## src/hdl/riscv_pkg.sv

```systemverilog
`default_nettype none

package riscv_pkg;

  localparam int XLEN       = 64;
  localparam int INST_W     = 32;
  localparam int REG_ADDR_W = 5;
  localparam int NUM_REGS   = 32;
  localparam logic [XLEN-1:0] RESET_PC = '0;

  typedef logic [XLEN-1:0]       xlen_t;
  typedef logic [INST_W-1:0]     inst_t;
  typedef logic [REG_ADDR_W-1:0] reg_addr_t;

  // major opcodes of the supported subset
  typedef enum logic [6:0] {
    OPC_LUI    = 7'b0110111,
    OPC_OP_IMM = 7'b0010011,
    OPC_OP     = 7'b0110011,
    OPC_LOAD   = 7'b0000011,
    OPC_STORE  = 7'b0100011,
    OPC_BRANCH = 7'b1100011,
    OPC_JAL    = 7'b1101111
  } opcode_e;

  typedef enum logic [3:0] {
    ALU_ADD, ALU_SUB, ALU_AND, ALU_OR, ALU_XOR,
    ALU_SLT, ALU_SLL, ALU_SRL, ALU_PASS_B
  } alu_op_e;

  typedef enum logic [1:0] {RES_ALU, RES_LOAD, RES_PC4} result_src_e;

  // matches funct3[1:0] of loads and stores
  typedef enum logic [1:0] {MEM_B = 2'b00, MEM_W = 2'b10, MEM_D = 2'b11} mem_size_e;

  typedef enum logic [1:0] {BR_NONE, BR_EQ, BR_NE} branch_e;

  typedef enum logic [1:0] {FWD_RF, FWD_MEM, FWD_WB} fwd_sel_e;

  typedef struct packed {
    alu_op_e     alu_op;
    logic        a_sel_pc;       // operand a is the pc
    logic        b_sel_imm;      // operand b is the immediate
    result_src_e result_src;
    logic        mem_read;
    logic        mem_write;
    mem_size_e   mem_size;
    logic        load_unsigned;
    logic        reg_write;
    branch_e     branch;
    logic        jump;
  } ctrl_t;

  typedef struct packed {
    logic  valid;
    xlen_t pc;
    inst_t inst;
  } fd_t;

  typedef struct packed {
    logic      valid;
    xlen_t     pc;
    reg_addr_t rs1;
    reg_addr_t rs2;
    reg_addr_t rd;
    xlen_t     rs1_data;
    xlen_t     rs2_data;
    xlen_t     imm;
    ctrl_t     ctrl;
  } de_t;

  typedef struct packed {
    logic      valid;
    xlen_t     result;
    xlen_t     store_data;
    xlen_t     pc_plus4;
    reg_addr_t rd;
    ctrl_t     ctrl;
  } em_t;

  typedef struct packed {
    logic      valid;
    xlen_t     result;
    xlen_t     load_raw;     // whole doubleword from data memory
    logic [2:0] byte_off;
    xlen_t     pc_plus4;
    reg_addr_t rd;
    ctrl_t     ctrl;
  } mw_t;

endpackage

`default_nettype wire

```

## src/hdl/riscv_pipe_reg.sv

```systemverilog
`timescale 1ns/100ps
`default_nettype none

module riscv_pipe_reg #(
  parameter type payload_t = riscv_pkg::fd_t
) (
  input  wire logic     i_riscv_pipe_reg_clk,
  input  wire logic     i_arst_n,
  input  wire logic     i_en,     // low holds the contents
  input  wire logic     i_flush,
  input  wire payload_t i_d,
  output payload_t      o_q
);

  // an all-zero payload is a bubble, valid and ctrl cleared
  always_ff @(posedge i_riscv_pipe_reg_clk or negedge i_arst_n) begin
    if (!i_arst_n) begin
      o_q <= '0;
    end else if (i_flush) begin
      o_q <= '0;            // flush wins over stall
    end else if (i_en) begin
      o_q <= i_d;
    end
  end

endmodule

`default_nettype wire

```

## config.mk

```make
export PLATFORM = sky130hd
export DESIGN_NAME = riscv_pipe_reg
export DESIGN_NICKNAME = d
export VERILOG_FILES = /design/src/hdl/riscv_pkg.sv /design/src/hdl/riscv_pipe_reg.sv
export SDC_FILE = /design/constraint.sdc
export NUM_CORES = 1
export LEC_CHECK = 0
export ABC_AREA = 1
export CORE_UTILIZATION = 50
export DETAILED_ROUTE_END_ITERATION = 8
export DONT_BUFFER_PORTS = 1
export PLACE_DENSITY_LB_ADDON = 0.15
export SLEW_MARGIN = 15
export SYNTH_ARGS = -nofsm -noshare
export SYNTH_HDL_FRONTEND = slang
export SYNTH_SLANG_ARGS = --single-unit
```

## constraint.sdc

```tcl
create_clock -name i_riscv_pipe_reg_clk -period 0.8 [get_ports i_riscv_pipe_reg_clk]
set_input_delay 0.08 -clock i_riscv_pipe_reg_clk [delete_from_list [all_inputs] [get_ports i_riscv_pipe_reg_clk]]
set_output_delay 0.08 -clock i_riscv_pipe_reg_clk [all_outputs]
set_load 0.02 [all_outputs]
```

* Word-level counts from Yosys, hierarchy flattened
Cells that the tools add are included.
Storage, ports and cells: latch bits 0, RAM bits 0, input port bits 101, register bits after elaboration 97, output and inout bits 97, memories 0, bits in read-only memories 0
Cells by class: shifts and indexed selects 0, bitwise logic cells 0, divide/modulo/power cells 0, $lt $le $gt $ge 0, add/sub/neg operators 0, multiply operators 0, reduce and logical (&&, ||, !) cells 1, equal/unequal tests 0, muxes and demuxes 2
Operator list (number):
- 97-bit two-way mux | 2
- 2-bit nonzero test | 1

* Depth between registers and ports, before layout
word-level depth 2, gate-level depth with buffers 6, gate-level depth less buffers 3

* Worst setup path before layout
OpenSTA, ideal clock, no wires.
kind input to register, from input i_en, to register o_q[55] in the netlist's numbering, arrival 0.661 ns, library setup time 0.117 ns, stages on the path 5, buffers on the path 3, data required time 0.683 ns, slack 0.022 ns, path through buf_2 -> buf_4 -> buf_4 -> nand3_1 -> nand2_1
On the way: longest elaborated chain between the ends 1
RTL lines:
- from (decl) | line riscv_pipe_reg.sv:9 | input wire logic i_en,
- 2-bit nonzero test (no line)
- to (signal assigned) | line riscv_pipe_reg.sv:22 | o_q <= i_d;
- to (decl) | line riscv_pipe_reg.sv:12 | output payload_t o_q
Every way passes these cells. A chain may end at the register's enable or synchronous reset.

* Worst setup path in the final report
from register o_q[28] in the netlist's numbering, to output o_q[28] in the netlist's numbering
No word-level cell between the ends.

==> reports/metrics.yaml <==
global_routing:
  grt_max_degree: 99
  antenna_found_initial: 0
  busiest_layer: "met2"
  met2_usage: 0.553
  grt_pass1_wl_um: 18100
  grt_pass1_vias: 3798
  grtUsageMet3: 0.0585
  gr-total-overflow: 0
  grt_use_total: 0.305
  use_met1: 0.344
worst_setup_path:
  cp_top_family: "flip-flops"
  slowest_stage: "dfrtp_1"
  critPathArrivalTime_ns: 0.95
  crit_buf_inv: 1
  critPathMaxFanout: 2
  path_class: "reg -> out"
  path_cells: "buf_6"
  slowest_delay_ns: 0.45
  start_kind: "flip-flop"
  worstSetupEndpointType: "output port"
  cp.required_ns: 0.72
place:
  hpwl_um: 5920
  place_congestion: 0.737
  dp.cells: 591
  placed_area_sq_um: 4600
  port_buffers: 0
floorplan:
  fp-row-count: 31
  die_area_sq_um: 8020
  initial_core_util: 0.523
  fp.dieH_um: 89.6
  die_width_um: 89.6
  core_sq_um: 7330
  io_pins: 198
yosys:
  yosys-top-cells-area: "dfrtp_1 63%, nand2_1 19%, nand3_1 13%, buf_2 1.4%, buf_6 1.2%"
  syn_nets: 522
  synthTopCellsByCount: "194 x nand2_1, 97 x dfrtp_1, 97 x nand3_1"
  synth_seq_area_share: 0.633
  synthAdderAreaFrac: 0
  yosysTopAreaCell: "dfrtp_1"
  synthArstFlopShare: 1.00
  synthDistinctLibCells: 9
  synth_xor_area_frac: 0
  synth_edf_count: 0
  syn-mean-instance-area_sq_um: 9.11
  synth_compound_area_frac: 0
  syn_area_sq_um: 3830
  synth_top_family_by_area: "simple AND/OR/NAND/NOR gates"
  synth-seq-cells: 97
  synth_cells: 421
  synth_flop_cell: "dfrtp_1"
  yosysMostFrequentCell: "nand2_1"
  synth-simple-area-share: 0.319
  synth_mux_area_frac: 0
  yosys_warnings: 0
  synth_top_cell_area_share: 0.633
power_and_ir_drop:
  power_density_nw_per_um2: 1680
  p_leak_nw: 3.54
  power_mw: 11.1
  vdd_ir_drop_max_mv: 1.35
drt:
  vias: 4090
  final_antenna_net_count: 0
  dr.pass1.iters: 7
  viasPerCell: 5.39
  routedWlPerCell_um: 18.6
  drtIter0Drc: 247
  drt-total-wl_um: 14100
  drc: 0
sta:
  fin_skew_ns: 0
  whs_ns: -0.580
  hold_violations: 194
  period_share: 1.29
  max_freq_ghz: 0.971
  setup_viol: 113
  worst_pin_slew_ns: 0.219
  layout_setup_ws_ns: -0.230
  slew_headroom: 0.854
  slew_viol_final: 0
  rsz0062_at_grt: "true"
  timing.final.crit_period_ns: 1.03
clock_tree:
  clk_latency_ns: 0.33
  clk_path_buf_depth: 2
  clock-sinks: 97
  root_buffer: "clkbuf_8"
  hold_buffers: 97
  cts_tree: "built"
  cts_htree_levels: 3
  path_clk_slew_ns: 0.11
  cts_made_buffers: 9
cells_and_area:
  largest_reg_flops: 97
  regArea_sq_um: 2430
  area_growth_pct: 72.5
  fillers: 287
  nNetsFinal: 757
  largest_register: "o_q"
  diodes: 0
  multi_input_area_sq_um: 1260
  final_cells: 759
  fin_area_sq_um: 6620
  drive_gt1_frac: 0.285
  reg.largest.list: "o_q x97"
run_status:
  violations: "negative hold slack, negative setup slack"
  status: "complete, but fails checks"
job:
  cap_violations: 0
worst_hold_path:
  hold_path.class: "in -> async"
-- logic make-up (layout without fill, tap and decap cells) --
logic type	count (synthesis)	count (layout)
simple gates	292	292
flops	97	97
buf+inv	32	271
-- per-layer routing --
layer | part of all wire | up-vias
li1 | - | 1808
met1 | 0.35 | 1966
met5 | 0 | -
met3 | 0.070 | 67
met4 | 0.050 | 0
met2 | 0.53 | 249
-- layout by cell type, fill, tap and decap left out, drive strengths merged --
cell type | synthesis | layout
nand2 | 194 | 194
buf | 20 | 158
nand3 | 97 | 97
dlygate4sd3 | 0 | 97
dfrtp | 97 | 97
clkbuf | 11 | 11
bufinv | 0 | 2
clkinv | 0 | 2
nor2 | 1 | 1
inv | 1 | 1
-- final timing paths --
path | start | endpoint | slack (ns) | cells after the start
worst max-delay path | o_q[28]$_DFFE_PN0P_ | o_q[28] | -0.23 | 1
worst min-delay path | i_arst_n | o_q[87]$_DFFE_PN0P_ | -0.58 | 0
worst max register to register | o_q[70]$_DFFE_PN0P_ | o_q[70]$_DFFE_PN0P_ | -0.10 | 4
worst min register to register | o_q[91]$_DFFE_PN0P_ | o_q[91]$_DFFE_PN0P_ | 0.50 | 2
max in group asynchronous | i_arst_n | o_q[7]$_DFFE_PN0P_ | 1.23 | 0
min in group i_riscv_pipe_reg_clk | i_en | o_q[37]$_DFFE_PN0P_ | -0.13 | 2
-- report_power, final --
part / switching [mW] / leakage [nW] / internal (mW)
sequential: 0.228 / 1.29 / 5.17
clock: 1.68 / 0.110 / 1.85
combinational: 1.01 / 2.14 / 1.20
-- metrics by stage --
stage / TNS (ns) / worst slack, ns / utilization
floorplan: 0 / 0.0220 / -
global placement: 0 / 0.121 / 0.627
detailed placement: 0 / 0.0805 / 0.627
CTS: -16.51 / -0.192 / 0.859
global route: -20.70 / -0.244 / 0.903
finish: -17.29 / -0.230 / 0.903
-- area by class of cell --
cell class / instances / area share
Clock buffer: 11 / 0.0214
Clock inverter: 4 / 0.0117
Inverter: 1 / 0.000567
Multi-Input combinational cell: 292 / 0.190
Sequential cell: 97 / 0.367
Tap cell: 99 / 0.0187
Timing Repair Buffer: 255 / 0.390
-- what timing repair did --
action                                  4_1_cts  5_1_grt
endpoints found under the setup margin       97      101
endpoints found under the hold margin       194      194
gates resized for setup                      97       17
buffers inserted                             20       38
pin swaps                                     0        1
Power figures use the tool's default switching activity.
