`src/hdl/riscv_pkg.sv`:
```
`default_nettype none

package riscv_pkg;

  localparam int XLEN       = 64;
  localparam int INST_W     = 32;
  localparam int REG_ADDR_W = 5;
  localparam int NUM_REGS   = 32;
  localparam logic [XLEN-1:0] RESET_PC = '0;

  typedef logic [XLEN-1:0]       xlen_t;
  typedef logic [INST_W-1:0]     inst_t;
  typedef logic [REG_ADDR_W-1:0] reg_addr_t;

  // major opcodes of the supported subset
  typedef enum logic [6:0] {
    OPC_LUI    = 7'b0110111,
    OPC_OP_IMM = 7'b0010011,
    OPC_OP     = 7'b0110011,
    OPC_LOAD   = 7'b0000011,
    OPC_STORE  = 7'b0100011,
    OPC_BRANCH = 7'b1100011,
    OPC_JAL    = 7'b1101111
  } opcode_e;

  typedef enum logic [3:0] {
    ALU_ADD, ALU_SUB, ALU_AND, ALU_OR, ALU_XOR,
    ALU_SLT, ALU_SLL, ALU_SRL, ALU_PASS_B
  } alu_op_e;

  typedef enum logic [1:0] {RES_ALU, RES_LOAD, RES_PC4} result_src_e;

  // matches funct3[1:0] of loads and stores
  typedef enum logic [1:0] {MEM_B = 2'b00, MEM_W = 2'b10, MEM_D = 2'b11} mem_size_e;

  typedef enum logic [1:0] {BR_NONE, BR_EQ, BR_NE} branch_e;

  typedef enum logic [1:0] {FWD_RF, FWD_MEM, FWD_WB} fwd_sel_e;

  typedef struct packed {
    alu_op_e     alu_op;
    logic        a_sel_pc;       // operand a is the pc
    logic        b_sel_imm;      // operand b is the immediate
    result_src_e result_src;
    logic        mem_read;
    logic        mem_write;
    mem_size_e   mem_size;
    logic        load_unsigned;
    logic        reg_write;
    branch_e     branch;
    logic        jump;
  } ctrl_t;

  typedef struct packed {
    logic  valid;
    xlen_t pc;
    inst_t inst;
  } fd_t;

  typedef struct packed {
    logic      valid;
    xlen_t     pc;
    reg_addr_t rs1;
    reg_addr_t rs2;
    reg_addr_t rd;
    xlen_t     rs1_data;
    xlen_t     rs2_data;
    xlen_t     imm;
    ctrl_t     ctrl;
  } de_t;

  typedef struct packed {
    logic      valid;
    xlen_t     result;
    xlen_t     store_data;
    xlen_t     pc_plus4;
    reg_addr_t rd;
    ctrl_t     ctrl;
  } em_t;

  typedef struct packed {
    logic      valid;
    xlen_t     result;
    xlen_t     load_raw;     // whole doubleword from data memory
    logic [2:0] byte_off;
    xlen_t     pc_plus4;
    reg_addr_t rd;
    ctrl_t     ctrl;
  } mw_t;

endpackage

`default_nettype wire

```
`src/hdl/riscv_wbstage.sv`:
```
`timescale 1ns/100ps
`default_nettype none

module riscv_wbstage (
  input  wire riscv_pkg::mw_t  i_mw,
  output logic                 o_we,
  output riscv_pkg::reg_addr_t o_rd,
  output riscv_pkg::xlen_t     o_data
);

  riscv_pkg::xlen_t lane, load_val;

  assign lane = i_mw.load_raw >> {i_mw.byte_off, 3'b000};  // addressed byte to bit 0

  always_comb begin
    case (i_mw.ctrl.mem_size)
      riscv_pkg::MEM_B: load_val = i_mw.ctrl.load_unsigned ? {56'b0, lane[7:0]} :
                                                             {{56{lane[7]}}, lane[7:0]};
      riscv_pkg::MEM_W: load_val = i_mw.ctrl.load_unsigned ? {32'b0, lane[31:0]} :
                                                             {{32{lane[31]}}, lane[31:0]};
      default:          load_val = lane;
    endcase
  end

  always_comb begin
    case (i_mw.ctrl.result_src)
      riscv_pkg::RES_LOAD: o_data = load_val;
      riscv_pkg::RES_PC4:  o_data = i_mw.pc_plus4;
      default:             o_data = i_mw.result;
    endcase
  end

  assign o_rd = i_mw.rd;
  assign o_we = i_mw.valid && i_mw.ctrl.reg_write && (i_mw.rd != '0);

endmodule

`default_nettype wire
```
`config.mk`:
```
export PLATFORM = sky130hd
export DESIGN_NAME = riscv_wbstage
export DESIGN_NICKNAME = d
export VERILOG_FILES = /design/src/hdl/riscv_pkg.sv /design/src/hdl/riscv_wbstage.sv
export SDC_FILE = /design/constraint.sdc
export NUM_CORES = 1
export LEC_CHECK = 0
export ABC_AREA = 1
export ABC_CLOCK_PERIOD_IN_PS = 6300
export BUFFER_PORTS_ARGS = -buffer_cell sky130_fd_sc_hd__buf_2
export CAP_MARGIN = 30
export CORE_AREA = 2 2 113 115
export DETAILED_ROUTE_END_ITERATION = 7
export DIE_AREA = 0 0 115 117
export GPL_ROUTABILITY_DRIVEN = 0
export GPL_TIMING_DRIVEN = 0
export PLACE_DENSITY = 0.65
export SYNTH_ARGS = -nofsm -noshare
export SYNTH_HDL_FRONTEND = slang
export SYNTH_SLANG_ARGS = --single-unit
```
`constraint.sdc`:
```
create_clock -name vclk -period 6.3
set_input_delay 1.575 -clock vclk [all_inputs]
set_output_delay 1.575 -clock vclk [all_outputs]
set_load 0.03 [all_outputs]
```
; ---- Word level (Yosys, flattened, before mapping)
; Index checks and enable logic that the tools add are counted.
[totals]
register_bits = 0
inputBits = 218
out_inout_bits = 70
wordCells = 12
[op_classes]
eq_ne = 3
shifts = 1
mux = 4
reduce_logical = 4
[op_table]
columns = op, count
row1 = $pmux W64 S2, 2
row2 = $mux W64, 2
row3 = $shr A64 B6 Y64, 1
row4 = $reduce_bool A5 Y1, 1
row5 = $eq A2 B2 Y1 const B, 2
row6 = $eq A2 B1 Y1 const B, 1
row7 = $logic_and A1 B1 Y1, 2
row8 = $logic_not A2 Y1, 1

; ---- Longest topological paths before layout
[logic_depth]
depth_word = 4
ltp_mapped = 11
depth_no_buf = 10

; ---- Worst setup path after synthesis
; Ideal clock, no wire load.
[synth_path]
kind = input -> output
startpoint = input i_mw[9] (netlist bit)
endpoint = output o_data[12]
arrival_ps = 3046
t_required_ps = 4725
slack_ps = 1679
path_stages = 6
n_path_buf = 2
path_cell_list = inv_1 > ha_1 > clkbuf_1 > clkbuf_1 > a21oi_1 > a21oi_1
[synth_via]
elab_chain_cells = 2
word_cells_on_any_way = 3
cone_classes = 2 x eq/ne / 1 x mux
[synth_lines]
columns = element, line_no
row1 = start: declaration, riscv_wbstage.sv:5  ; input wire riscv_pkg::mw_t i_mw,
row2 = $eq A2 B2 Y1 or $eq A2 B1 Y1 (tied branches), riscv_wbstage.sv:26  ; case (i_mw.ctrl.result_src)
row3 = $pmux W64 S2 *, riscv_wbstage.sv:26
row4 = end: declaration, riscv_wbstage.sv:8  ; output riscv_pkg::xlen_t o_data
; Mark *: on every way between the ends. The rest lies on a longest branch, timed or not.

; ---- Worst setup path in the final report
[layout_path]
startpoint = input i_mw[9] (netlist bit)
endpoint = output o_data[37]
; Same word-level chain as after synthesis.

==> impl_metrics.env <==
export IMPL_hold_class="input port to output pin"
export IMPL_wl_met3_um=2510
export IMPL_drc=0
export IMPL_met2WireLength_um=9800
export IMPL_antenna_found_initial=1
export IMPL_die_area_sq_mm=0.0135
export IMPL_hold_depth=3
export IMPL_design_seq_count=0
export IMPL_die_w_um=115
export IMPL_fillCellCount=1460
export IMPL_synth_area_sq_mm=0.00384
export IMPL_critPathKind="input port to output pin"
export IMPL_grt_pass1_wl_um=30200
export IMPL_p_sw_share_pct=66.9
export IMPL_hold_buffers=0
export IMPL_path_buf_inv=5
export IMPL_powerDensity_mw_per_mm2=111
export IMPL_synth_nets=1030
export IMPL_syn2layout_area_growth_pct=40.8
export IMPL_rows=41
export IMPL_start_kind="input port"
export IMPL_max_cap_viol_count=0
export IMPL_p_total_uw=597
export IMPL_sequentialPowerShare_pct=0
export IMPL_ff_latch_area_sq_um=0
export IMPL_drt_total_wl_um=20800
export IMPL_slew_headroom_pct=51.9
export IMPL_slew_viol_final=0
export IMPL_crit_slowest_cell="clkbuf_1"
export IMPL_synth_area_per_cell_sq_um=4.74
export IMPL_arrival_ns=3.46
export IMPL_yosysSeqAreaShare_pct=0
export IMPL_io_pins=288
export IMPL_met1_length_um=8060
export IMPL_nets=1307
export IMPL_highest_layer="met4"
export IMPL_tightest_slew_ns=0.722
export IMPL_fin_crit_ns=5.04
export IMPL_vias_per_cell=5.44
export IMPL_num_vias=6722
export IMPL_p_leak_nw=2.94
export IMPL_pwr_share_comb_pct=100.0
export IMPL_drt_pass1_iter_count=6
export IMPL_p_clk_share_pct=0
export IMPL_drive_above_1_share_pct=32.7
export IMPL_synth_cells=810
export IMPL_grt_usage_pct=28.6
export IMPL_status="complete, no violations"
export IMPL_max_stage_delay_ns=0.45
export IMPL_p_int_uw=197
export IMPL_timing_setup_tns_ns=0
export IMPL_end_kind="output pin"
export IMPL_clkbuf_count=0
export IMPL_grt_max_degree=11
export IMPL_core_area_sq_mm=0.0123
export IMPL_ys_types=32
export IMPL_yosysWarnings=0
export IMPL_cp_required_ns=4.72
export IMPL_crit_family="buffers and inverters"
export IMPL_grt_pass1_vias=5924
export IMPL_hpwl_um=17300
export IMPL_period_share_pct=79.9
export IMPL_peakVddDrop_mv=0.0465
export IMPL_switching_power_uw=400
export IMPL_hold_violations=0
export IMPL_wl_per_cell_um=16.9
export IMPL_setup_viol=0
export IMPL_path_max_fanout=10
export IMPL_portBuffers=275
export IMPL_dr_first_iter_drc_count=709
export IMPL_maxClockFrequency_mhz=199
export IMPL_gr_total_overflow=0
export IMPL_drt_antenna_violating_nets=0
export IMPL_cp_depth=8
export IMPL_rsz0062_at_grt="no"
export IMPL_dieHeight_um=117
export IMPL_start_util_pct=31.2
export IMPL_crit_chain="buf_2, inv_1, ha_1, clkbuf_1, clkbuf_1, a21oi_1, a21oi_1, buf_2"
export IMPL_post_cts_buffers=0
export IMPL_cts_resized=0
cells in the final DEF, fill, tap and decap left out, types with 13 or more instances in the layout:
master / count
o21ai_0: 21
nand2_1: 276
nor2_1: 83
nand3_1: 89
clkbuf_1: 30
o211ai_1: 13
a21oi_1: 165
inv_1: 26
buf_2: 296
stage by stage:
| step | hold slack (ns) | std cells | utilization, % | setup slack, ns | instance area [sq um] |
|---|---|---|---|---|---|
| after floorplan | 3.28 | 810 | - | 1.68 | 3840 |
| after global placement | 3.50 | 1235 | 43.9 | 1.25 | 5400 |
| after detailed placement | 3.50 | 1235 | 43.9 | 1.26 | 5400 |
| after CTS | 3.50 | 1235 | 43.9 | 1.26 | 5400 |
| after global routing | 3.51 | 1235 | 43.9 | 1.06 | 5400 |
| final | 3.50 | 1236 | 43.9 | 1.26 | 5400 |
area by class of cell:
class | instances | area, sq um | area share [%]
multi-input cells | 700 | 3270 | 60.5
diodes | 1 | 2.50 | 0.0463
repair buffers | 275 | 1380 | 25.5
well taps | 150 | 188 | 3.47
plain buffers | 79 | 447 | 8.27
inverters | 31 | 119 | 2.20
power by group through the flow:
stage	Combinational (mW)	Clock, mW	Sequential (mW)
2_1_floorplan	0.379	0	0
3_3_place_gp	0.585	0	0
5_1_grt	0.646	0	0
4_1_cts	0.589	0	0
3_5_place_dp	0.587	0	0
6_report	0.597	0.0000000212	0
path summary, 6_finish.rpt:
check                 from    endpoint  slack, ns
setup / recovery   i_mw[9]  o_data[37]       1.26
hold / removal    i_mw[20]     o_rd[3]       3.50
logic make-up (layout without fill, tap and decap cells):
kind of cell | count (synthesis) | after routing | share of synthesized area [%]
adder cells (fa/ha/maj) | 2 | 2 | 0.652
AO/OA/AOI/OAI | 228 | 228 | 33.4
other | 0 | 1 | 0
buffers and inverters | 110 | 385 | 14.7
AND/OR/NAND/NOR | 470 | 470 | 51.2
synthesized netlist by cell type (all sizes together):
cell | number | area, sq um
or2 | 6 | 37.5
o21ai | 36 | 203
a21oi | 168 | 852
ha | 2 | 25.0
o211ai | 22 | 210
clkbuf | 30 | 113
buf | 49 | 334
nand3 | 92 | 483
a22oi | 1 | 7.51
and2 | 1 | 6.26
nand2 | 285 | 1100
inv | 30 | 115
o311ai | 1 | 8.76
nor2 | 85 | 334
or3 | 1 | 6.26
clkinv | 1 | 3.75
metal layers:
layer  up-vias  GRT usage, %
met1      2947          36.3
met4         0          4.34
met3        65          4.74
met2       467          51.8
li1       3243             -
met5         -             0
No activity file was read; power rests on OpenSTA's default activity.
