--- src/hdl/riscv_pkg.sv ---
`default_nettype none

package riscv_pkg;

  localparam int XLEN       = 64;
  localparam int INST_W     = 32;
  localparam int REG_ADDR_W = 5;
  localparam int NUM_REGS   = 32;
  localparam logic [XLEN-1:0] RESET_PC = '0;

  typedef logic [XLEN-1:0]       xlen_t;
  typedef logic [INST_W-1:0]     inst_t;
  typedef logic [REG_ADDR_W-1:0] reg_addr_t;

  // major opcodes of the supported subset
  typedef enum logic [6:0] {
    OPC_LUI    = 7'b0110111,
    OPC_OP_IMM = 7'b0010011,
    OPC_OP     = 7'b0110011,
    OPC_LOAD   = 7'b0000011,
    OPC_STORE  = 7'b0100011,
    OPC_BRANCH = 7'b1100011,
    OPC_JAL    = 7'b1101111
  } opcode_e;

  typedef enum logic [3:0] {
    ALU_ADD, ALU_SUB, ALU_AND, ALU_OR, ALU_XOR,
    ALU_SLT, ALU_SLL, ALU_SRL, ALU_PASS_B
  } alu_op_e;

  typedef enum logic [1:0] {RES_ALU, RES_LOAD, RES_PC4} result_src_e;

  // matches funct3[1:0] of loads and stores
  typedef enum logic [1:0] {MEM_B = 2'b00, MEM_W = 2'b10, MEM_D = 2'b11} mem_size_e;

  typedef enum logic [1:0] {BR_NONE, BR_EQ, BR_NE} branch_e;

  typedef enum logic [1:0] {FWD_RF, FWD_MEM, FWD_WB} fwd_sel_e;

  typedef struct packed {
    alu_op_e     alu_op;
    logic        a_sel_pc;       // operand a is the pc
    logic        b_sel_imm;      // operand b is the immediate
    result_src_e result_src;
    logic        mem_read;
    logic        mem_write;
    mem_size_e   mem_size;
    logic        load_unsigned;
    logic        reg_write;
    branch_e     branch;
    logic        jump;
  } ctrl_t;

  typedef struct packed {
    logic  valid;
    xlen_t pc;
    inst_t inst;
  } fd_t;

  typedef struct packed {
    logic      valid;
    xlen_t     pc;
    reg_addr_t rs1;
    reg_addr_t rs2;
    reg_addr_t rd;
    xlen_t     rs1_data;
    xlen_t     rs2_data;
    xlen_t     imm;
    ctrl_t     ctrl;
  } de_t;

  typedef struct packed {
    logic      valid;
    xlen_t     result;
    xlen_t     store_data;
    xlen_t     pc_plus4;
    reg_addr_t rd;
    ctrl_t     ctrl;
  } em_t;

  typedef struct packed {
    logic      valid;
    xlen_t     result;
    xlen_t     load_raw;     // whole doubleword from data memory
    logic [2:0] byte_off;
    xlen_t     pc_plus4;
    reg_addr_t rd;
    ctrl_t     ctrl;
  } mw_t;

endpackage

`default_nettype wire

--- src/hdl/riscv_fstage.sv ---
`timescale 1ns/100ps
`default_nettype none

module riscv_fstage (
  input  wire logic              i_riscv_fstage_clk,
  input  wire logic              i_arst_n,
  input  wire logic              i_stall,
  input  wire logic              i_redirect,
  input  wire riscv_pkg::xlen_t  i_target,
  input  wire riscv_pkg::inst_t  i_inst,
  output riscv_pkg::xlen_t       o_pc,
  output riscv_pkg::fd_t         o_fd
);

  riscv_pkg::xlen_t pc_next;

  always_comb begin
    if (i_redirect) begin
      pc_next = i_target;                          // taken branch or jal
    end else if (i_stall) begin
      pc_next = o_pc;
    end else begin
      pc_next = o_pc + riscv_pkg::xlen_t'(4);
    end
  end

  always_ff @(posedge i_riscv_fstage_clk or negedge i_arst_n) begin
    if (!i_arst_n) begin
      o_pc <= riscv_pkg::RESET_PC;
    end else begin
      o_pc <= pc_next;
    end
  end

  assign o_fd = '{valid: 1'b1, pc: o_pc, inst: i_inst};

endmodule

`default_nettype wire

--- config.mk ---
export PLATFORM = sky130hd
export DESIGN_NAME = riscv_fstage
export DESIGN_NICKNAME = d
export VERILOG_FILES = /design/src/hdl/riscv_pkg.sv /design/src/hdl/riscv_fstage.sv
export SDC_FILE = /design/constraint.sdc
export NUM_CORES = 1
export LEC_CHECK = 0
export BUFFER_PORTS_ARGS = -buffer_cell sky130_fd_sc_hd__buf_2
export CAP_MARGIN = 0
export CORE_MARGIN = 2
export CORE_UTILIZATION = 34
export CTS_CLUSTER_SIZE = 12
export DETAILED_ROUTE_END_ITERATION = 16
export SLEW_MARGIN = 20
export SYNTH_ARGS = -nofsm -noshare
export SYNTH_HDL_FRONTEND = slang
export SYNTH_SLANG_ARGS = --single-unit
--- constraint.sdc ---
create_clock -name i_riscv_fstage_clk -period 4.5 [get_ports i_riscv_fstage_clk]
set_input_delay 0.45 -clock i_riscv_fstage_clk [delete_from_list [all_inputs] [get_ports i_riscv_fstage_clk]]
set_output_delay 0.45 -clock i_riscv_fstage_clk [all_outputs]
set_load 0.03 [all_outputs]
Word level (Yosys, flattened, before mapping)
Cells that the tools add are included.

word-level totals
  register bits after elaboration = 64
  latch bits = 0
  memory bits (writable) = 0
  memory bits (read-only) = 0
  output and inout port bits = 161
  logic and storage cells = 5
  memories kept = 0

cells by class
  $add $sub $neg = 1
  multipliers = 0
  divide/modulo/power cells = 0
  $lt $le $gt $ge = 0
  equality and inequality tests = 1
  shifts and indexed selects = 0
  mux-type cells = 2
  bitwise operators = 0
  reduce and logical (&&, ||, !) cells = 0

operators with widths
  operator               number
  $mux 64                2
  $add 64x3->64 const B  1
  $ne 2x1->1 const B     1

Logic depth before layout (Yosys ltp)
  depth after elaboration = 3
  gate-level depth with buffers = 7
  mapped depth without buffers = 6

Worst setup path after synthesis
Ideal clock, no wire load.

  path kind = reg-to-reg
  start = register o_pc[18]
  end = register o_pc[61]
  setup time = 0.124 ns
  data arrival time = 2.254 ns
  setup slack = 2.122 ns
  cell stages (with the launch flop) = 7
  buffers on the path = 1
  period minus slack after synthesis = 2.378 ns
  cell sequence = dfrtp_1 nand4_2 or4_4 buf_6 nor4_4 a41oi_1 o31a_1

on the way
  longest elaborated chain between the ends = 3

ends and longest elaborated chain
  what                    line                RTL
  from (decl)             riscv_fstage.sv:11  output riscv_pkg::xlen_t o_pc,
  from (signal assigned)  riscv_fstage.sv:29  o_pc <= riscv_pkg::RESET_PC;
  from (signal assigned)  riscv_fstage.sv:31  o_pc <= pc_next;
  $add 64x3->64           riscv_fstage.sv:23  pc_next = o_pc + riscv_pkg::xlen_t'(4);
  $mux 64                 riscv_fstage.sv:20  end else if (i_stall) begin
  $mux 64                 riscv_fstage.sv:18  if (i_redirect) begin

No other way between the ends. The select of a mux whose other input is x is not followed.
A chain may end at the register's enable or synchronous reset.

Worst setup path after layout
  start = register o_pc[5]
  end = register o_pc[61]

The elaborated chain is that of the path after synthesis.

==> parameters.txt <==
Parameter                              Value

Final layout
  Total number of nets in the final design ... between 700 and 800
  Most flop-heavy register ... o_pc
  Syn-to-layout area delta ... 13.9%
  Largest registers ... o_pc x64
  Share of final-layout standard cells stronger than drive strength 1 ... between 30% and 40%
  Number of flip-flops under the largest register name ... 64

Clock tree
  Cts bufs inserted ... 9
  CTS Buffer Depth ... 2
  Clk Tree Root Cell ... sky130_fd_sc_hd__clkbuf_16
  Clock tree from TritonCTS ... yes
  Clock sink count ... 64
  Clock transition time at the flip-flop clock pins of the worst setup and hold paths ... 0.05 ns
  Number of hold buffers added after cts ... 0
  Post-CTS Resized ... 0
  Post-CTS Setup Repair Bufs ... 0
  Number of levels the H-tree was split into ... 3
  Worst skew pair latency ... 0.33 ns

Detailed routing
  Pre-Repair DR Iteration Count ... 4
  WL final ... 13800 um
  Number of antenna-violating nets in the routed design ... 0
  Vias after detailed routing ... 4227
  Vias/cell ... 5.19
  Drt initial violations ... around 250
  Routed len/inst ... 17.0 um
  Number of design rule violations left after detail routing ... 0

Die
  Initial Util ... 35.0%
  Number of primary I/O pins ... 261
  Floorplan Core Area ... ~0.013 sq mm
  Horizontal extent of the die ... 121 um
  Standard-cell rows ... 42
  Overall die height ... 121 um
  Die area ... between 0.01 and 0.015 sq mm

Placed design
  Global placer's final weighted congestion ... 0.854
  Count of buffers from port buffering ... 195
  Half-perimeter wire length of the detailed placement result ... 10300 um
  Setup WS pre-CTS ... 1.93 ns

Power and ir drop
  VDD IR-drop max ... 0.000164 V
  LEAKAGE ... 0.00239 uW
  Power Dens Cells ... ~350 mW/mm^2

Synthesis
  Share of synthesized registers carrying an async set or reset ... between 90% and 100%
  Number of register bits inferred by synthesis ... 64
  Unique cell type count in the Yosys netlist ... between 40 and 50
  Primary FF master, synth ... sky130_fd_sc_hd__dfrtp_1
  Proportion of synthesized chip area in sequential cells ... 34.3%
  Cells after synthesis ... 547
  Cell type contributing the most total cell area after synthesis ... sky130_fd_sc_hd__dfrtp_1
  Yosys warns ... 0
  Count of flip-flops with a built-in enable after synthesis ... 0
  Post-Synthesis Mean Instance Area ... between 8 and 9 sq um
  Post-synthesis instance area ... 0.00468 sq mm
  Area share of the leading cell type in the synthesized netlist ... approximately a third
  Most common cell in the synthesized netlist ... sky130_fd_sc_hd__buf_4
  Most frequent cells after synthesis ... sky130_fd_sc_hd__buf_4 (97), sky130_fd_sc_hd__dfrtp_1 (64), sky130_fd_sc_hd__nand2_1 (62)
  Dominant cells by area after synthesis ... sky130_fd_sc_hd__dfrtp_1 (34%), sky130_fd_sc_hd__buf_4 (16%), sky130_fd_sc_hd__xnor2_1 (6.7%)
  Post-Synthesis Net Count ... between 600 and 700

GRT
  GRT overflow ... 0
  Number of global-route vias before repair ... ~4000
  Total routing resource utilization after global routing ... 19.0%
  Largest net degree at the start of global routing ... 58
  GR met2 Demand/Resource ... 28.8%
  Antenna violations before repair ... 1
  Met3 usage ... 5.08%
  Most heavily used metal layer in global routing ... met2
  Wire length of the first global-routing pass ... 21700 um
  Met1 GRT Util ... 25.6%

Timing
  Post-route clock period utilization ... 55.5%
  Worst slew margin relative to its limit ... between 50% and 60%
  Number of pins with negative max-slew slack in the final report ... 0
  Maximum clock frequency ... 400 MHz
  Final Worst Setup Slack ... about 2 ns
  Unrepaired setup endpoints after global routing ... no
  Crit path time final ... between 2 and 2.5 ns
  Hold violation total from the final report ... 0
  Endpoints failing setup ... 0
  Total negative slack ... 0 ns
  Worst Max-Slew Pin Slew ... 0.741 ns
  Final clock skew ... approximately 0.0058 ns

Worst setup path
  Required time at the worst-slack endpoint ... 4.72 ns
  Number of cells traversed by the worst register-to-register path ... 5
  Kind of launch point of the worst setup path ... flop
  Critical Path Fanout Max ... 10
  Type of the setup path with the least slack ... reg2reg
  Critical Path AT ... roughly 2.7 ns
  Crit end category ... flop

Worst hold path
  Worst min path class ... in2async

Status
  Status ... finished clean

Job
  Max-capacitance violation count ... 0
cell usage in the layout, fill, tap and decap left out, drive strengths merged, types with 12 or more instances in the layout:
cell type / count
o21ai: 43
clkbuf: 12
buf: 199
nand2: 62
nor4: 19
nand3: 29
and4: 17
nand4: 24
xnor2: 36
dfrtp: 64
nor2: 20
nor3: 19
logic make-up after synthesis:
kind of cell,count (synthesis),share of synthesized area [%]
and+or+nand+nor,222,26.9
buffers and inverters,135,19.0
AOI/OAI and AO/OA,68,8.56
DFF,64,34.3
xor gates and xnor gates,45,8.43
muxes,11,2.52
adders and majority gates,1,0.268
other,1,0.0802
final cells by class:
cell class | count | area, sq um
multi-input cells | 348 | 2190
clock inverters | 4 | 20.0
repair buffers | 199 | 1010
diodes | 1 | 2.50
clock buffers | 12 | 246
flip-flops and latches | 64 | 1600
inverters | 11 | 41.3
fillers | 1399 | 8020
well taps | 176 | 220
routing by layer:
metal | up-vias | wire [um]
met5 | - | 0
met4 | 0 | 278
met3 | 34 | 1060
met2 | 181 | 6320
met1 | 2007 | 6180
li1 | 2005 | -
report_power, final:
part           internal (uW)  total (uW)  leakage, uW  switching, uW
combinational            160         521      0.00149            361
sequential               630         726     0.000759           96.3
clock                    384         637     0.000136            253
total                   1170        1880      0.00239            711
through the flow:
stage,std cells,hold slack [ns],area (sq um),util [%],power [uW]
CTS,814,0.187,5330,39.9,1920
finish,815,0.174,5330,39.9,1880
floorplan,547,0.154,4680,-,1190
global route,814,0.226,5330,39.9,1990
detailed placement,798,0.539,5060,37.9,1260
global placement,798,0.516,5060,37.9,1260
worst paths after layout:
kind	end	startpoint	slack, ns
max	o_pc[61]$_DFFE_PN0N_	o_pc[5]$_DFFE_PN0N_	2.00
min	o_pc[27]$_DFFE_PN0N_	i_arst_n	0.17
max reg2reg	o_pc[61]$_DFFE_PN0N_	o_pc[5]$_DFFE_PN0N_	2.00
min reg2reg	o_pc[1]$_DFFE_PN0P_	o_pc[1]$_DFFE_PN0P_	0.54
max in group asynchronous	o_pc[40]$_DFFE_PN0N_	i_arst_n	3.36
min in group i_riscv_fstage_clk	o_pc[24]$_DFFE_PN0N_	i_target[24]	0.32
worst max-delay path, cell delays in order, from the launching register on:
cell,delay (ns)
sky130_fd_sc_hd__dfrtp_1,0.45
sky130_fd_sc_hd__and4_1,0.44
sky130_fd_sc_hd__nand4_1,0.52
sky130_fd_sc_hd__nor4_4,0.50
sky130_fd_sc_hd__a41oi_1,0.17
sky130_fd_sc_hd__o31a_1,0.30
Note: power is estimated with default switching activity, not from simulation.
