**src/hdl/riscv_pkg.sv**
```systemverilog
`default_nettype none

package riscv_pkg;

  localparam int XLEN       = 64;
  localparam int INST_W     = 32;
  localparam int REG_ADDR_W = 5;
  localparam int NUM_REGS   = 32;
  localparam logic [XLEN-1:0] RESET_PC = '0;

  typedef logic [XLEN-1:0]       xlen_t;
  typedef logic [INST_W-1:0]     inst_t;
  typedef logic [REG_ADDR_W-1:0] reg_addr_t;

  // major opcodes of the supported subset
  typedef enum logic [6:0] {
    OPC_LUI    = 7'b0110111,
    OPC_OP_IMM = 7'b0010011,
    OPC_OP     = 7'b0110011,
    OPC_LOAD   = 7'b0000011,
    OPC_STORE  = 7'b0100011,
    OPC_BRANCH = 7'b1100011,
    OPC_JAL    = 7'b1101111
  } opcode_e;

  typedef enum logic [3:0] {
    ALU_ADD, ALU_SUB, ALU_AND, ALU_OR, ALU_XOR,
    ALU_SLT, ALU_SLL, ALU_SRL, ALU_PASS_B
  } alu_op_e;

  typedef enum logic [1:0] {RES_ALU, RES_LOAD, RES_PC4} result_src_e;

  // matches funct3[1:0] of loads and stores
  typedef enum logic [1:0] {MEM_B = 2'b00, MEM_W = 2'b10, MEM_D = 2'b11} mem_size_e;

  typedef enum logic [1:0] {BR_NONE, BR_EQ, BR_NE} branch_e;

  typedef enum logic [1:0] {FWD_RF, FWD_MEM, FWD_WB} fwd_sel_e;

  typedef struct packed {
    alu_op_e     alu_op;
    logic        a_sel_pc;       // operand a is the pc
    logic        b_sel_imm;      // operand b is the immediate
    result_src_e result_src;
    logic        mem_read;
    logic        mem_write;
    mem_size_e   mem_size;
    logic        load_unsigned;
    logic        reg_write;
    branch_e     branch;
    logic        jump;
  } ctrl_t;

  typedef struct packed {
    logic  valid;
    xlen_t pc;
    inst_t inst;
  } fd_t;

  typedef struct packed {
    logic      valid;
    xlen_t     pc;
    reg_addr_t rs1;
    reg_addr_t rs2;
    reg_addr_t rd;
    xlen_t     rs1_data;
    xlen_t     rs2_data;
    xlen_t     imm;
    ctrl_t     ctrl;
  } de_t;

  typedef struct packed {
    logic      valid;
    xlen_t     result;
    xlen_t     store_data;
    xlen_t     pc_plus4;
    reg_addr_t rd;
    ctrl_t     ctrl;
  } em_t;

  typedef struct packed {
    logic      valid;
    xlen_t     result;
    xlen_t     load_raw;     // whole doubleword from data memory
    logic [2:0] byte_off;
    xlen_t     pc_plus4;
    reg_addr_t rd;
    ctrl_t     ctrl;
  } mw_t;

endpackage

`default_nettype wire

```
**src/hdl/riscv_hazard.sv**
```systemverilog
`timescale 1ns/100ps
`default_nettype none

module riscv_hazard (
  input  wire riscv_pkg::reg_addr_t i_d_rs1,
  input  wire riscv_pkg::reg_addr_t i_d_rs2,
  input  wire riscv_pkg::reg_addr_t i_e_rs1,
  input  wire riscv_pkg::reg_addr_t i_e_rs2,
  input  wire riscv_pkg::reg_addr_t i_e_rd,
  input  wire riscv_pkg::reg_addr_t i_m_rd,
  input  wire riscv_pkg::reg_addr_t i_w_rd,
  input  wire logic                 i_e_mem_read,
  input  wire logic                 i_m_reg_write,
  input  wire logic                 i_w_reg_write,
  input  wire logic                 i_redirect,
  output riscv_pkg::fwd_sel_e       o_fwd_a,
  output riscv_pkg::fwd_sel_e       o_fwd_b,
  output logic                      o_stall_f,
  output logic                      o_flush_fd,
  output logic                      o_flush_de
);

  logic load_use;

  // memory stage is younger so it wins over writeback
  function automatic riscv_pkg::fwd_sel_e fwd(input riscv_pkg::reg_addr_t rs);
    if (rs != '0 && i_m_reg_write && i_m_rd == rs) begin
      fwd = riscv_pkg::FWD_MEM;
    end else if (rs != '0 && i_w_reg_write && i_w_rd == rs) begin
      fwd = riscv_pkg::FWD_WB;
    end else begin
      fwd = riscv_pkg::FWD_RF;
    end
  endfunction

  assign o_fwd_a = fwd(i_e_rs1);
  assign o_fwd_b = fwd(i_e_rs2);

  // load data only exists after memory, so hold decode one cycle
  assign load_use = i_e_mem_read && (i_e_rd != '0) &&
                    ((i_e_rd == i_d_rs1) || (i_e_rd == i_d_rs2));

  assign o_stall_f  = load_use;
  assign o_flush_fd = i_redirect;
  assign o_flush_de = load_use || i_redirect;

endmodule

`default_nettype wire

```
**config.mk**
```make
export PLATFORM = sky130hd
export DESIGN_NAME = riscv_hazard
export DESIGN_NICKNAME = d
export VERILOG_FILES = /design/src/hdl/riscv_pkg.sv /design/src/hdl/riscv_hazard.sv
export SDC_FILE = /design/constraint.sdc
export NUM_CORES = 1
export LEC_CHECK = 0
export ABC_AREA = 1
export BUFFER_PORTS_ARGS = -buffer_cell sky130_fd_sc_hd__clkbuf_2
export CORE_UTILIZATION = 39
export DETAILED_ROUTE_END_ITERATION = 8
export PLACE_DENSITY = 0.81
export SYNTH_ARGS = -nofsm -noshare
export SYNTH_HDL_FRONTEND = slang
export SYNTH_SLANG_ARGS = --single-unit
```
**constraint.sdc**
```tcl
create_clock -name vclk -period 1.1
set_clock_uncertainty 0.05 [all_clocks]
set_input_delay 0.11 -clock vclk [all_inputs]
set_output_delay 0.11 -clock vclk [all_outputs]
set_load 0.1 [all_outputs]
```
==> results.md, run 1 <==
* Seq/Total Area, Yosys at 0%
* Syn_area_per_cell at 4.64 µm²
* # IOs at 46
* Worst endpoint type: top-level output
* Initial Util at 42.3%
* Die X at 39.8 µm
* Die height at 39.8 µm
* Largest net degree at the start of global routing at 6
* Yosys warns at 0
* Syn_nets at 159
* Tool error: [ERROR DPL-0038] Utilization greater than 100%, impossible to legalize
* Num rows at 13
* Mapped cell area at 557 µm²
* Cts hold-fix bufs at 0
* Post-CTS Setup Inserts at 0
* GP Congestion at 0.828
* Status: aborted with a tool error
* Last stage: global routing
* Cells after synthesis at 120
* Worst EP post-GRT repair: o_stall_f
* Unique masters post-synth at 15
* # port buffers at 46
* HPWL Detailed at 1540 µm
==> cells by family after synthesis <==
group / synth area share (%)
compound gates: 5.17
buf+inv: 18.2
simple gates: 57.8
xor+xnor: 18.9
==> through the flow <==
stage | TNS (ns) | setup WS (ns) | std cells | instance area (µm²)
CTS | -0.132 | -0.0414 | 180 | 1110
global placement | -0.162 | -0.0555 | 180 | 967
floorplan | -0.566 | -0.285 | 120 | 621
detailed placement | -0.287 | -0.0686 | 180 | 967
==> cell usage after synthesis, drive strengths merged <==
library cell  instances  share of area, %
nand2                43                29
inv                  25                17
nor2                 21                15
xnor2                 9                14
nand3                 6               5.4
nand4                 3               3.4
nor3                  3               2.7
xor2                  3               4.7
a21oi                 2               1.8
a21boi                1               1.3
buf                   1               1.3
nor3b                 1               2.2
o21ai                 1              0.90
o22ai                 1               1.1
==> repair_timing <==
item                                    CTS
pin swaps                                21
resized for setup                        23
endpoints found under the setup margin    6
==> run 2, diff against run 1 <==
--- a/config.mk
+++ b/config.mk
@@ -7,9 +7,10 @@
 export LEC_CHECK = 0
 export ABC_AREA = 1
 export BUFFER_PORTS_ARGS = -buffer_cell sky130_fd_sc_hd__clkbuf_2
-export CORE_UTILIZATION = 39
+export CORE_AREA = 2 2 63 65
 export DETAILED_ROUTE_END_ITERATION = 8
-export PLACE_DENSITY = 0.81
+export DIE_AREA = 0 0 65 67
+export PLACE_DENSITY_LB_ADDON = 0.15
 export SYNTH_ARGS = -nofsm -noshare
 export SYNTH_HDL_FRONTEND = slang
 export SYNTH_SLANG_ARGS = --single-unit
==> results.md, run 2 <==
* GP Congestion at 0.842
* Seq/Total Area, Yosys at 0%
* Setup TNS at -0.0919 ns
* Vias at 858
* HP Class: in -> out
* Most frequent cell after synthesis: nand2_1
* Status: complete, but fails checks
* Max_cap viols at 0
* Mapped cell area at 557 µm²
* Post-route cell area at 1470 µm²
* Syn_area_per_cell at 4.64 µm²
* Initial antenna violation count at 0
* Pre-CTS setup slack at -0.0725 ns
* Unique masters post-synth at 15
* CP Capture Type: output pin
* Final Instance Count excl. Fillers at 215
* Hold endpoint: o_flush_fd
* Layout cell share with drive strength beyond 1 at 59.3%
* Vias in the first global route at 835
* Cts hold-fix bufs at 0
* CP Class: in -> out
* Final Util at 40.7%
* Detailed Route WL at 2250 µm
* Power Total at 0.584 mW
* Top cells by count, synth: nand2_1, inv_1, nor2_1, xnor2_1, nand3_1
* Die X at 65 µm
* WL/cell at 10.5 µm
* First-pass GRT wire length at 3440 µm
* Fin crit share at 105%
* Leak pwr at 0.714 nW
* Overall Global Routing Usage at 9.46%
* DIE AREA at 4360 µm²
* Cells after synthesis at 120
* Slew headroom at 89.3%
* Largest cells by area after synthesis: nand2_1, inv_1, xnor2_1
* Hold path startpoint: i_redirect
* Min Hold Slack at 0.443 ns
* Syn_nets at 159
* Failing checks: negative setup slack
* Yosys warns at 0
* VDD IR-drop max at 0.000143 V
* Largest net degree at the start of global routing at 6
* Most frequent cells in the layout: nand2_1, inv_1, nand2_2
* Yosys top cell area share at 29.0%
* Post-route ant nets at 0
* Crit Path Max Fanout at 3
* Final hold violations at 0
* Worst Path Arrival at 0.99 ns
* Initial detailed-routing violation count at 23
* Worst-Margin Slew at 0.159 ns
* Clkbuf count at 0
* Final setup margin at -0.0529 ns
* Post-route DRC at 0
* Layout Nets at 208
* Post-CTS Setup Inserts at 0
* Initial Util at 15.4%
* Worst EP required at 0.94 ns
* DR pass1 iterations at 4
* Final Max Tran Viols at 0
* Area grow syn2layout at 164%
* Num rows at 22
* ANT cells at 0
* Biggest area consumer among synthesized cells: nand2_1
* # IOs at 46
* Final setup fails at 3
* HPWL Detailed at 1750 µm
* Fin crit period at 1.15 ns
* Core ar. at 3610 µm²
* Crit path launch type: input port
* Max Freq at 867 MHz
* Filler Cells Inserted at 368
* Hold-critical path depth at 2
* Cell area after placement at 1020 µm²
* Placed cells at 215
* Total power divided by cell area at 398 nW/µm²
* Commonest non-fill, non-tap cell in the layout: nand2_1
* # port buffers at 46
* Avg Vias per Cell at 3.99
* Gr ovfl total at 0
* FFs & Latches at 0
* FF/Latch Area at 0 µm²
* RSZ-0062 raised after global routing: true
* Die height at 67 µm
[run 2: cell type report]
class | count | area [µm²] | area share [%]
inverters | 25 | 115 | 7.84
multi-input cells | 94 | 669 | 45.6
repair buffers | 48 | 624 | 42.5
well taps | 48 | 60.1 | 4.09
[run 2: report_power, final]
part           internal, mW  switching, mW  leakage, nW  total [mW]
clock network             0              0            0           0
logic                 0.307          0.277        0.714       0.584
registers                 0              0            0           0
[run 2: worst max-delay path, cell delays in order]
cell     delay (ns)
buf_12         0.11
xnor2_4        0.16
nand2_2        0.10
nor2_4         0.12
nand3_2        0.10
nor2_4         0.11
buf_12         0.18
[run 2: how the worst max path moves through the flow]
stage	startpoint	endpoint	slack, ns	depth (start not counted)
final	i_e_rs1[0]	o_fwd_a[1]	-0.05	7
after global routing	i_e_rd[0]	o_stall_f	-0.10	10
after CTS	i_e_rs2[1]	o_fwd_b[1]	-0.04	8
after detailed placement	i_e_rs1[2]	o_fwd_a[1]	-0.07	7
after global placement	i_e_rs2[4]	o_fwd_b[1]	-0.10	7
after floorplan	i_e_rs2[4]	o_fwd_b[1]	-0.29	5
[run 2: repair_timing]
| item | in CTS | in global routing |
|---|---|---|
| setup endpoints to repair | 6 | 6 |
| pin swaps | 18 | 41 |
| resized for setup | 34 | 81 |
[run 2: routing by layer]
| metal | track usage (%) | wire length [µm] |
|---|---|---|
| met4 | 1.33 | 62 |
| met2 | 18.6 | 1250 |
| met1 | 11.2 | 845 |
| met3 | 0.845 | 100 |
| met5 | 0 | 0 |
[run 2: kinds of logic (layout without fill, tap and decap cells)]
logic type / count (synthesis) / after routing / share of synthesized area [%]
buffers and inverters: 26 / 73 / 18.2
AO/OA/AOI/OAI: 5 / 5 / 5.17
AND/OR/NAND/NOR: 77 / 77 / 57.8
XOR/XNOR: 12 / 12 / 18.9
No activity file was read; power rests on OpenSTA's default activity.
==> run 3, diff against run 2 <==
==> constraint.sdc (replaced) <==
create_clock -name vclk -period 1
set_clock_uncertainty 0.05 [all_clocks]
set_input_delay 0.1 -clock vclk [all_inputs]
set_output_delay 0.1 -clock vclk [all_outputs]
set_load 0.1 [all_outputs]
==> results.md, run 3 (same netlist as run 2, synthesis figures left out) <==
* Fin crit period at 1.12 ns
* Die X at 65 µm
* Gr ovfl total at 0
* DR pass1 iterations at 4
* VDD IR-drop max at 0.000148 V
* Overall Global Routing Usage at 9.25%
* Die height at 67 µm
* Vias in the first global route at 806
* Avg Vias per Cell at 3.98
* Core ar. at 3610 µm²
* Max_cap viols at 0
* Final Max Tran Viols at 0
* Most frequent cells in the layout: nand2_1, clkbuf_2, inv_1, buf_6, nor2_1
* Num rows at 22
* Setup TNS at -0.504 ns
* Largest net degree at the start of global routing at 6
* DR WL met3 at 126 µm
* Slew headroom at 88.0%
* Max Freq at 897 MHz
* Post-route ant nets at 0
* # IOs at 46
* Worst EP required at 0.85 ns
* FFs & Latches at 0
* Layout cell share with drive strength beyond 1 at 57.1%
* Pre-CTS setup slack at -0.182 ns
* ANT cells at 0
* Cts hold-fix bufs at 0
* Area grow syn2layout at 162%
* Length of routed wiring on met1 at 858 µm
* Crit path launch type: input port
* Final setup margin at -0.115 ns
* HPWL Detailed at 1840 µm
* WL/cell at 9.92 µm
* First-pass GRT wire length at 3320 µm
* Vias at 868
* Final setup fails at 6
* Final hold violations at 0
* Fin crit share at 112%
* Hold path startpoint: i_redirect
* Status: complete, but fails checks
* Layout Nets at 211
* Total power divided by cell area at 426 nW/µm²
* Clkbuf count at 0
* HP Class: in -> out
* Crit Path Max Fanout at 3
* GP Congestion at 0.812
* Min Hold Slack at 0.426 ns
* Worst-Margin Slew at 0.180 ns
* Detailed Route WL at 2160 µm
* Hold-critical path depth at 2
* CP Capture Type: output pin
* Initial antenna violation count at 0
* Highest metal used: met4
* RSZ-0062 raised after global routing: true
* CP Class: in -> out
* WL met2 at 1150 µm
* Commonest non-fill, non-tap cell in the layout: nand2_1
* FF/Latch Area at 0 µm²
* Placed cells at 216
* Initial detailed-routing violation count at 5
* Initial Util at 15.4%
* Hold endpoint: o_flush_fd
* Failing checks: negative setup slack
* Post-route DRC at 0
* Leak pwr at 0.724 nW
* Worst Path Arrival at 0.97 ns
* Final Instance Count excl. Fillers at 218
* # port buffers at 46
* DIE AREA at 4360 µm²
* Filler Cells Inserted at 370
## run 3: cell count changes in the layout (fill, tap and decap cells not counted), moves of 2 or more
| cell | before | now |
|---|---|---|
| xnor2_2 | 3 | 6 |
| xnor2_4 | 3 | 0 |
| nor2_2 | 5 | 2 |
| buf_6 | 10 | 12 |
| nand2_2 | 12 | 9 |
| nor2_1 | 9 | 11 |
| nand2_1 | 31 | 33 |
| clkbuf_2 | 11 | 13 |
## run 3: worst max-delay path by stage
stage,startpoint,end,slack (ns)
after global routing,i_e_rd[3],o_stall_f,-0.21
after floorplan,i_e_rs2[4],o_fwd_b[1],-0.37
after CTS,i_w_rd[0],o_fwd_b[1],-0.15
after global placement,i_e_rs1[3],o_fwd_a[1],-0.16
after detailed placement,i_e_rs2[0],o_fwd_b[1],-0.18
final,i_e_rs2[0],o_fwd_b[1],-0.12
## run 3: final cells by class
class	count	area [µm²]	area share, %
tap	48	60.1	4.12
inverter	25	125	8.58
multi-input combinational	94	637	43.7
timing repair buffer	51	636	43.6
## run 3: metrics by stage
step	utilization (%)	instance area [µm²]	power, mW
after floorplan	-	631	0.248
after global placement	28.9	1040	0.445
after detailed placement	28.9	1040	0.448
after CTS	35.5	1280	0.541
after global routing	40.4	1460	0.668
final	40.4	1460	0.622
## run 3: layer usage
metal  track usage, %  vias to the layer above
met3            0.845                        2
met5                0                        -
met2             19.1                       24
met1             10.7                      382
met4                0                        0
li1                 -                      460
## run 3: worst max-delay path, stage by stage
cell and delay, ns:
buf_8 0.11, inv_6 0.06, nor2_4 0.03, nor3b_4 0.20
nand2_2 0.09, nor2_4 0.15, nor2_4 0.06, buf_12 0.16
## run 3: power by group
part	switching, mW	leakage, nW	internal (mW)
clock network	0	0	0
registers	0	0	0
logic	0.296	0.724	0.326
## run 3: timing repair
item | 4_1_cts | 5_1_grt
setup buffers | 1 | 1
pin swaps | 28 | 43
resized for setup | 38 | 66
setup endpoints to repair | 6 | 6
